File: config.mk
export PLATFORM = sky130hd
export DESIGN_NAME = apb_uart_regs
export DESIGN_NICKNAME = d
export VERILOG_FILES = /design/src/logic/apb_bus_pkg.sv /design/src/logic/uart_cfg_pkg.sv /design/src/logic/apb_slave_port.sv /design/src/logic/uart_config_regs.sv /design/src/logic/uart_status_capture.sv /design/src/logic/apb_uart_regs.sv
export SDC_FILE = /design/constraint.sdc
export NUM_CORES = 1
export LEC_CHECK = 0
export BUFFER_PORTS_ARGS = -buffer_cell sky130_fd_sc_hd__buf_2
export CAP_MARGIN = 20
export CORE_ASPECT_RATIO = 1.4
export CORE_MARGIN = 2
export CORE_UTILIZATION = 42
export DETAILED_ROUTE_END_ITERATION = 8
export GPL_TIMING_DRIVEN = 1
export PLACE_DENSITY = 0.74
export REMOVE_ABC_BUFFERS = 1
export SKIP_LAST_GASP = 1
export SYNTH_ARGS = -nofsm -noshare
export SYNTH_HDL_FRONTEND = slang
export SYNTH_SLANG_ARGS = --single-unit
File: constraint.sdc
create_clock -name tb_clk -period 1.1 [get_ports tb_clk]
set_clock_uncertainty 0.2 [all_clocks]
set_input_delay 0.055 -clock tb_clk [delete_from_list [all_inputs] [get_ports tb_clk]]
set_output_delay 0.055 -clock tb_clk [all_outputs]
set_load 0.05 [all_outputs]
File: src/logic/apb_bus_pkg.sv
// **********************************************************
// APB bus widths, data types and the register address map
// Imported by the slave port and the testbench
// **********************************************************

package apb_bus_pkg;

  // **********************************************************
  // Bus widths
  // **********************************************************
  // Three address bits cover the eight register slots
  localparam int APB_ADDR_WIDTH = 3;
  // Byte wide data path
  localparam int APB_DATA_WIDTH = 8;

  // Bus address and data types
  typedef logic [APB_ADDR_WIDTH-1:0] apb_addr_t;
  typedef logic [APB_DATA_WIDTH-1:0] apb_data_t;

  // **********************************************************
  // Register address map
  // **********************************************************
  // Data status, bit 0 is data ready (read only)
  localparam apb_addr_t ADDR_DATA_SR  = 3'd0;
  // Error status code (read only)
  localparam apb_addr_t ADDR_ERROR_SR = 3'd1;
  // Bit period, low byte
  localparam apb_addr_t ADDR_BIT_CR0  = 3'd2;
  // Bit period, upper six bits
  localparam apb_addr_t ADDR_BIT_CR1  = 3'd3;
  // Data bits per frame
  localparam apb_addr_t ADDR_DATA_CR  = 3'd4;
  // Received byte, reading it acknowledges the UART
  localparam apb_addr_t ADDR_RX_DATA  = 3'd6;

  // Slots 5 and 7 are left unmapped and answer with a slave error

endpackage

File: src/logic/uart_cfg_pkg.sv
// **********************************************************
// UART configuration and status types with reset defaults
// Shared by the register block and the testbench model
// **********************************************************

package uart_cfg_pkg;

  // Field widths
  localparam int BIT_PERIOD_WIDTH    = 14;
  localparam int BIT_PERIOD_LO_WIDTH = 8;
  localparam int BIT_PERIOD_HI_WIDTH = BIT_PERIOD_WIDTH - BIT_PERIOD_LO_WIDTH;
  localparam int DATA_SIZE_WIDTH     = 4;
  localparam int RX_DATA_WIDTH       = 8;
  localparam int ERR_CODE_WIDTH      = 2;

  // Bit period in clock cycles
  typedef logic [BIT_PERIOD_WIDTH-1:0] bit_period_t;
  // Data bits per frame
  typedef logic [DATA_SIZE_WIDTH-1:0]  data_size_t;
  // Received byte
  typedef logic [RX_DATA_WIDTH-1:0]    rx_data_t;
  // Error status code
  typedef logic [ERR_CODE_WIDTH-1:0]   err_code_t;

  // Error codes, framing wins when both flags are set
  localparam err_code_t ERR_NONE    = 2'd0;
  localparam err_code_t ERR_FRAMING = 2'd1;
  localparam err_code_t ERR_OVERRUN = 2'd2;

  // Reset defaults for the configuration registers
  localparam bit_period_t DEFAULT_BIT_PERIOD = 14'd10;
  localparam data_size_t  DEFAULT_DATA_SIZE  = 4'd8;

endpackage

File: src/logic/apb_slave_port.sv
// **********************************************************
// APB slave front end, purely combinational
// Decodes each access cycle into register strobes or a slave
// error and muxes the read data back onto prdata
// **********************************************************

module apb_slave_port
  import apb_bus_pkg::*;
  import uart_cfg_pkg::*;
(
  // APB request
  input  logic        psel,
  input  logic        penable,
  input  logic        pwrite,
  input  apb_addr_t   paddr,
  // Register contents for read back
  input  bit_period_t bit_period,
  input  data_size_t  data_size,
  input  rx_data_t    rx_data_q,
  input  logic        data_ready_q,
  input  err_code_t   err_code,
  // APB response
  output apb_data_t   prdata,
  output logic        pslverr,
  // One-cycle strobes toward the registers
  output logic        wr_bit_lo,
  output logic        wr_bit_hi,
  output logic        wr_data_size,
  output logic        rx_read
);

  logic      access;
  logic      rd_map;
  logic      wr_map;
  logic      rd_ok;
  logic      wr_ok;
  apb_data_t rd_mux;

  // **********************************************************
  // Address decode
  // **********************************************************
  // Which slots accept a read and which accept a write
  always_comb begin
    rd_map = 1'b0;
    wr_map = 1'b0;
    case (paddr)
      // Status and data are read only
      ADDR_DATA_SR, ADDR_ERROR_SR, ADDR_RX_DATA: begin
        rd_map = 1'b1;
      end
      // Configuration takes both directions
      ADDR_BIT_CR0, ADDR_BIT_CR1, ADDR_DATA_CR: begin
        rd_map = 1'b1;
        wr_map = 1'b1;
      end
      // Unmapped slots
      default: begin
        rd_map = 1'b0;
        wr_map = 1'b0;
      end
    endcase
  end

  // Second cycle of the transfer, no wait states
  assign access = psel & penable;
  assign rd_ok  = access & ~pwrite & rd_map;
  assign wr_ok  = access & pwrite & wr_map;

  // Anything else in an access cycle is refused
  assign pslverr = access & ~(rd_ok | wr_ok);

  // Write strobes, one per configuration field
  assign wr_bit_lo    = wr_ok & (paddr == ADDR_BIT_CR0);
  assign wr_bit_hi    = wr_ok & (paddr == ADDR_BIT_CR1);
  assign wr_data_size = wr_ok & (paddr == ADDR_DATA_CR);

  // Receive data read, turned into data_read downstream
  assign rx_read = rd_ok & (paddr == ADDR_RX_DATA);

  // **********************************************************
  // Read data mux
  // **********************************************************
  always_comb begin
    case (paddr)
      ADDR_DATA_SR:  rd_mux = apb_data_t'(data_ready_q);
      ADDR_ERROR_SR: rd_mux = apb_data_t'(err_code);
      ADDR_BIT_CR0:  rd_mux = bit_period[BIT_PERIOD_LO_WIDTH-1:0];
      // Upper bits, zero extended to the bus width
      ADDR_BIT_CR1:  rd_mux = apb_data_t'(bit_period[BIT_PERIOD_WIDTH-1:BIT_PERIOD_LO_WIDTH]);
      ADDR_DATA_CR:  rd_mux = apb_data_t'(data_size);
      ADDR_RX_DATA:  rd_mux = rx_data_q;
      default:       rd_mux = '0;
    endcase
  end

  // Zero outside a legal read access
  assign prdata = rd_ok ? rd_mux : '0;

endmodule

File: src/logic/uart_config_regs.sv
// **********************************************************
// UART configuration registers
// Bit period in two byte-wide halves plus the data size,
// loaded from pwdata on the slave port's write strobes
// **********************************************************

module uart_config_regs
  import apb_bus_pkg::*;
  import uart_cfg_pkg::*;
#(
  parameter bit_period_t RESET_BIT_PERIOD = DEFAULT_BIT_PERIOD,
  parameter data_size_t  RESET_DATA_SIZE  = DEFAULT_DATA_SIZE
) (
  input  logic        tb_clk,
  input  logic        rst_n,
  // Strobes from the slave port
  input  logic        wr_bit_lo,
  input  logic        wr_bit_hi,
  input  logic        wr_data_size,
  // Write data straight from the bus
  input  apb_data_t   pwdata,
  // Configuration toward the UART and for read back
  output bit_period_t bit_period,
  output data_size_t  data_size
);

  logic [BIT_PERIOD_LO_WIDTH-1:0] bit_lo_q;
  logic [BIT_PERIOD_HI_WIDTH-1:0] bit_hi_q;
  data_size_t                     data_size_q;

  // **********************************************************
  // Bit period halves
  // **********************************************************
  // Low byte takes the full bus word
  always_ff @(posedge tb_clk or negedge rst_n) begin
    if (!rst_n) begin
      bit_lo_q <= RESET_BIT_PERIOD[BIT_PERIOD_LO_WIDTH-1:0];
    end else if (wr_bit_lo) begin
      bit_lo_q <= pwdata[BIT_PERIOD_LO_WIDTH-1:0];
    end
  end

  // High half keeps only six bits, the top two bus bits are lost
  always_ff @(posedge tb_clk or negedge rst_n) begin
    if (!rst_n) begin
      bit_hi_q <= RESET_BIT_PERIOD[BIT_PERIOD_WIDTH-1:BIT_PERIOD_LO_WIDTH];
    end else if (wr_bit_hi) begin
      bit_hi_q <= pwdata[BIT_PERIOD_HI_WIDTH-1:0];
    end
  end

  // **********************************************************
  // Data size
  // **********************************************************
  // Only the low nibble of the write is kept
  always_ff @(posedge tb_clk or negedge rst_n) begin
    if (!rst_n) begin
      data_size_q <= RESET_DATA_SIZE;
    end else if (wr_data_size) begin
      data_size_q <= pwdata[DATA_SIZE_WIDTH-1:0];
    end
  end

  // Halves joined back into one period
  assign bit_period = {bit_hi_q, bit_lo_q};
  assign data_size  = data_size_q;

endmodule

File: src/logic/uart_status_capture.sv
// **********************************************************
// UART status capture
// Samples the receiver outputs once per cycle, folds the error
// flags into one code and forms the data_read acknowledge
// **********************************************************

module uart_status_capture
  import uart_cfg_pkg::*;
(
  input  logic      tb_clk,
  input  logic      rst_n,
  // Receiver status, plain levels
  input  rx_data_t  rx_data,
  input  logic      data_ready,
  input  logic      overrun_error,
  input  logic      framing_error,
  // Legal read of the receive data register
  input  logic      rx_read,
  // Registered status for the slave port
  output rx_data_t  rx_data_q,
  output logic      data_ready_q,
  output err_code_t err_code,
  // Acknowledge toward the receiver
  output logic      data_read
);

  err_code_t err_next;

  // Framing error takes priority over overrun
  always_comb begin
    if (framing_error) begin
      err_next = ERR_FRAMING;
    end else if (overrun_error) begin
      err_next = ERR_OVERRUN;
    end else begin
      err_next = ERR_NONE;
    end
  end

  // **********************************************************
  // Status registers
  // **********************************************************
  // One cycle of latency from pin to read data
  always_ff @(posedge tb_clk or negedge rst_n) begin
    if (!rst_n) begin
      rx_data_q    <= '0;
      data_ready_q <= 1'b0;
      err_code     <= ERR_NONE;
    end else begin
      rx_data_q    <= rx_data;
      data_ready_q <= data_ready;
      err_code     <= err_next;
    end
  end

  // Read strobe lasts one access cycle, so the pulse is one cycle
  always_ff @(posedge tb_clk or negedge rst_n) begin
    if (!rst_n) begin
      data_read <= 1'b0;
    end else begin
      data_read <= rx_read;
    end
  end

endmodule

File: src/logic/apb_uart_regs.sv
// **********************************************************
// APB register block in front of a UART receiver
// Top level, wires the slave port to the configuration
// registers and the status capture
// **********************************************************

module apb_uart_regs
  import apb_bus_pkg::*;
  import uart_cfg_pkg::*;
#(
  parameter bit_period_t RESET_BIT_PERIOD = DEFAULT_BIT_PERIOD,
  parameter data_size_t  RESET_DATA_SIZE  = DEFAULT_DATA_SIZE
) (
  input  logic        tb_clk,
  input  logic        rst_n,
  // APB slave
  input  logic        psel,
  input  logic        penable,
  input  logic        pwrite,
  input  apb_addr_t   paddr,
  input  apb_data_t   pwdata,
  output apb_data_t   prdata,
  output logic        pslverr,
  // UART receiver side
  input  rx_data_t    rx_data,
  input  logic        data_ready,
  input  logic        overrun_error,
  input  logic        framing_error,
  output logic        data_read,
  output bit_period_t bit_period,
  output data_size_t  data_size
);

  // Strobes from the decoder
  logic      wr_bit_lo;
  logic      wr_bit_hi;
  logic      wr_data_size;
  logic      rx_read;
  // Registered receiver status
  rx_data_t  rx_data_q;
  logic      data_ready_q;
  err_code_t err_code;

  // Bus decode and read back
  apb_slave_port u_slave_port (
    .psel         (psel),
    .penable      (penable),
    .pwrite       (pwrite),
    .paddr        (paddr),
    .bit_period   (bit_period),
    .data_size    (data_size),
    .rx_data_q    (rx_data_q),
    .data_ready_q (data_ready_q),
    .err_code     (err_code),
    .prdata       (prdata),
    .pslverr      (pslverr),
    .wr_bit_lo    (wr_bit_lo),
    .wr_bit_hi    (wr_bit_hi),
    .wr_data_size (wr_data_size),
    .rx_read      (rx_read)
  );

  // Configuration storage
  uart_config_regs #(
    .RESET_BIT_PERIOD (RESET_BIT_PERIOD),
    .RESET_DATA_SIZE  (RESET_DATA_SIZE)
  ) u_config_regs (
    .tb_clk       (tb_clk),
    .rst_n        (rst_n),
    .wr_bit_lo    (wr_bit_lo),
    .wr_bit_hi    (wr_bit_hi),
    .wr_data_size (wr_data_size),
    .pwdata       (pwdata),
    .bit_period   (bit_period),
    .data_size    (data_size)
  );

  // Receiver status and acknowledge
  uart_status_capture u_status_capture (
    .tb_clk        (tb_clk),
    .rst_n         (rst_n),
    .rx_data       (rx_data),
    .data_ready    (data_ready),
    .overrun_error (overrun_error),
    .framing_error (framing_error),
    .rx_read       (rx_read),
    .rx_data_q     (rx_data_q),
    .data_ready_q  (data_ready_q),
    .err_code      (err_code),
    .data_read     (data_read)
  );

endmodule

==> metrics.md <==
| Metric | Value |
|---|---|
| Seq/Total Area, Yosys | 0.569 |
| Reg2reg start | u_config_regs.bit_hi_q[0] |
| R2R cell count | 3 |
| First-pass detailed-route iteration total | 4 |
| Fin crit period | about 1.8 ns |
| Skew-Pair Late Insertion Delay | approximately 0.29 ns |
| # IOs | 55 |
| Gate power share | 0.470 |
| Power per Cell Area | around 1500 nW/µm² |
| Antenna diodes | 0 |
| Die Width | 51.5 µm |
| Worst Path Arrival | about 1.5 ns |
| Synth-to-layout area growth | 107% |
| Setup WS pre-CTS | -0.477 ns |
| Sw power | 1.49 mW |
| Non-filler cells in the finished layout | around 260 |
| DR iter-0 viols | 37 |
| Switching Fraction | 0.353 |
| Static Leakage | ~1.3 nW |
| Initial antenna violation count | 0 |
| Internal | approximately 2.7 mW |
| Worst Setup Start Kind | register |
| RSZ-0062 raised after global routing | true |
| CTS Buffer Depth | 2 |
| Synth area leaders | dfrtp_1 51%, mux2_2 9.3%, mux2i_1 7.5% |
| Overall power | 4.23 mW |
| Synth Area per Inst | ~13 µm² |
| CP endpoint kind | output port |
| Vias per cell | around 5.3 |
| Failing checks | hold timing, setup timing |
| DP Area | between 1500 and 2000 µm² |
| Tcrit/Tclk final | 1.63 |
| Crit path kind | reg -> out |
| Final setup viols | 45 |
| Final wirelength | 5690 µm |
| Antenna Nets Post-Route | 0 |
| CTS tree | yes |
| Residual DRC count | 0 |
| Status | finished with violations |
| Reg power frac | 0.328 |
| Tot GR Track Use | 0.324 |
| Setup WS post-layout | -0.694 ns |
| Measured slew at the worst slew-check pin | 0.299 ns |
| Layout cells sized above 1 | 0.637 |
| Max cap viols | 0 |
| Slew Viols, Final | 0 |
| Row count | 24 |
| Yosys top cell by area | dfrtp_1 |
| Fmax | ~560 MHz |
| DP HPWL | ~2700 µm |
| Final core utilization | 0.898 |
| Num CTS Buffers | 5 |
| Worst hold path class | in -> async |
| Cell area after synthesis | approximately 1300 µm² |
| Worst rel slew slack | 0.795 |
| CORE AREA | a little over 3000 µm² |
| Die Ht | 70.5 µm |
| Dpl cells | between 200 and 250 |
| Root Buffer | clkbuf_8 |
| Max rail drop VDD | between 1.5 and 2 mV |
| Reg2reg end | u_config_regs.bit_hi_q[0] |
| Clock power share | 0.202 |
| Synth top area share | 0.509 |
| Placer Congestion | around 0.83 |
| H-tree depth | 2 |
| Vias in the first global route | about 1,500 |
| WL/cell | approximately 22 µm |
| Post-Syn Instances | roughly 100 |
| Top FF cell, synth | dfrtp_1 |
| Yosys Warn Count | 0 |
| Net total in the final layout | 249 |
| Library cells used by synthesis | 25 |
| Worst endpoint required time | 0.84 ns |
| Crit-path max FO | 2 |
| Synthesized flop and latch total | 30 |
| Vias | 1,398 |
| Grt ovf | 0 |
| EDFF count, synth | 0 |
| Full die area | about 3600 µm² |
| First-pass GRT wire length | approximately 8000 µm |
| Clk slew on worst S/H paths | roughly 0.070 ns |
| Reg2reg setup slack | -0.14 ns |
| Endpoints failing hold | 10 |
| Post-route design area | 2750 µm² |
| Largest net degree at the start of global routing | 20 |
| Clock sink total | 30 |
| Initial core utilization | 0.433 |
| Port bufs | 54 |
| Ys async rst share | 1.00 |
| Worst Hold Slack | -0.0178 ns |
| Setup TNS Final | -8.11 ns |
-- routing by layer --
layer,GRT usage,wire (µm),vias to the layer above
met2,0.557,3210,60
met4,0.173,142,0
li1,-,-,600
met3,0.0876,230,15
met5,0,0,-
met1,0.350,2110,723
-- kinds of logic after synthesis --
| logic type | Yosys count | synth area share |
|---|---|---|
| DFF | 30 | 0.569 |
| AOI/OAI and AO/OA | 11 | 0.0519 |
| muxes | 30 | 0.254 |
| and+or+nand+nor | 25 | 0.108 |
| buffers and inverters | 5 | 0.0170 |
-- layout by cell type, fill, tap and decap left out, types with 2 or more instances in the layout --
master         Yosys  final
a21oi_1            7      2
clkbuf_8           0      5
or3_4              0      2
nor2_1             4      4
nand2_1            4      4
dfrtp_1           27     27
dlygate4sd3_1      0     20
nor2b_1            2      2
buf_8              0     19
buf_6              0     37
or2_4              0      2
clkbuf_1           1      3
buf_2              3     23
mux2_2            11      3
dfstp_2            3      3
mux2_4             0     16
nor3_2             1      2
o22a_1             2      2
a21oi_2            0      3
a21oi_4            0      2
buf_4              0     18
mux2i_1           10     10
nand2b_4           1      2
-- state kept, by name (all words and copies together), names as in the netlist --
name                           cells
u_config_regs.bit_lo_q             8
u_status_capture.rx_data_q         8
u_config_regs.bit_hi_q             6
u_config_regs.data_size            4
u_status_capture.err_code          2
u_status_capture.data_read         1
u_status_capture.data_ready_q      1
-- cells in the mapped netlist, types with 3 or more instances --
master,instances
a21oi_1,7
dfrtp_1,27
mux2_1,8
buf_2,3
or3_1,3
nand2_1,4
nor2_1,4
mux2_2,11
mux2i_1,10
dfstp_2,3
-- worst max-delay path: stages (launching register included) --
cell and delay, ns:
dfrtp_1 0.40, mux4_2 0.49, nand2b_1 0.14, a21oi_2 0.07
buf_6 0.16
-- layout make-up --
class,instances,area (µm²)
timing repair buffer,118,1170
sequential,30,754
multi-input combinational,66,692
fill,126,312
clock buffer,8,80.1
tap,39,48.8
inverter,1,3.75
-- what timing repair did --
| action | CTS | global route |
|---|---|---|
| setup buffers | 11 | 13 |
| endpoints found under the setup margin | 46 | 45 |
| pin swaps | 11 | 8 |
| hold endpoints to repair | 59 | 0 |
| resized for setup | 130 | 18 |
| hold buffers | 20 | 0 |
-- how the worst max path moves through the flow --
stage,from,to,slack (ns),cells past startpoint
after floorplan,u_config_regs.bit_lo_q[1],prdata[1],-0.99,3
after global placement,paddr[2],prdata[6],-0.42,6
after detailed placement,paddr[2],prdata[6],-0.48,6
after CTS,u_config_regs.bit_hi_q[0],prdata[0],-0.61,4
after global routing,u_config_regs.bit_hi_q[0],prdata[0],-0.74,4
final,u_config_regs.bit_hi_q[0],prdata[0],-0.69,4
-- power by group through the flow --
stage                     Sequential (mW)  Combinational [mW]  Clock, mW
after floorplan                      1.84               0.232          0
after global placement               1.36                1.19          0
after detailed placement             1.37                1.22          0
after CTS                            1.37                1.83      0.843
after global routing                 1.40                2.05      0.907
final                                1.39                1.99      0.856
Note: power is estimated with default switching activity, not from simulation.
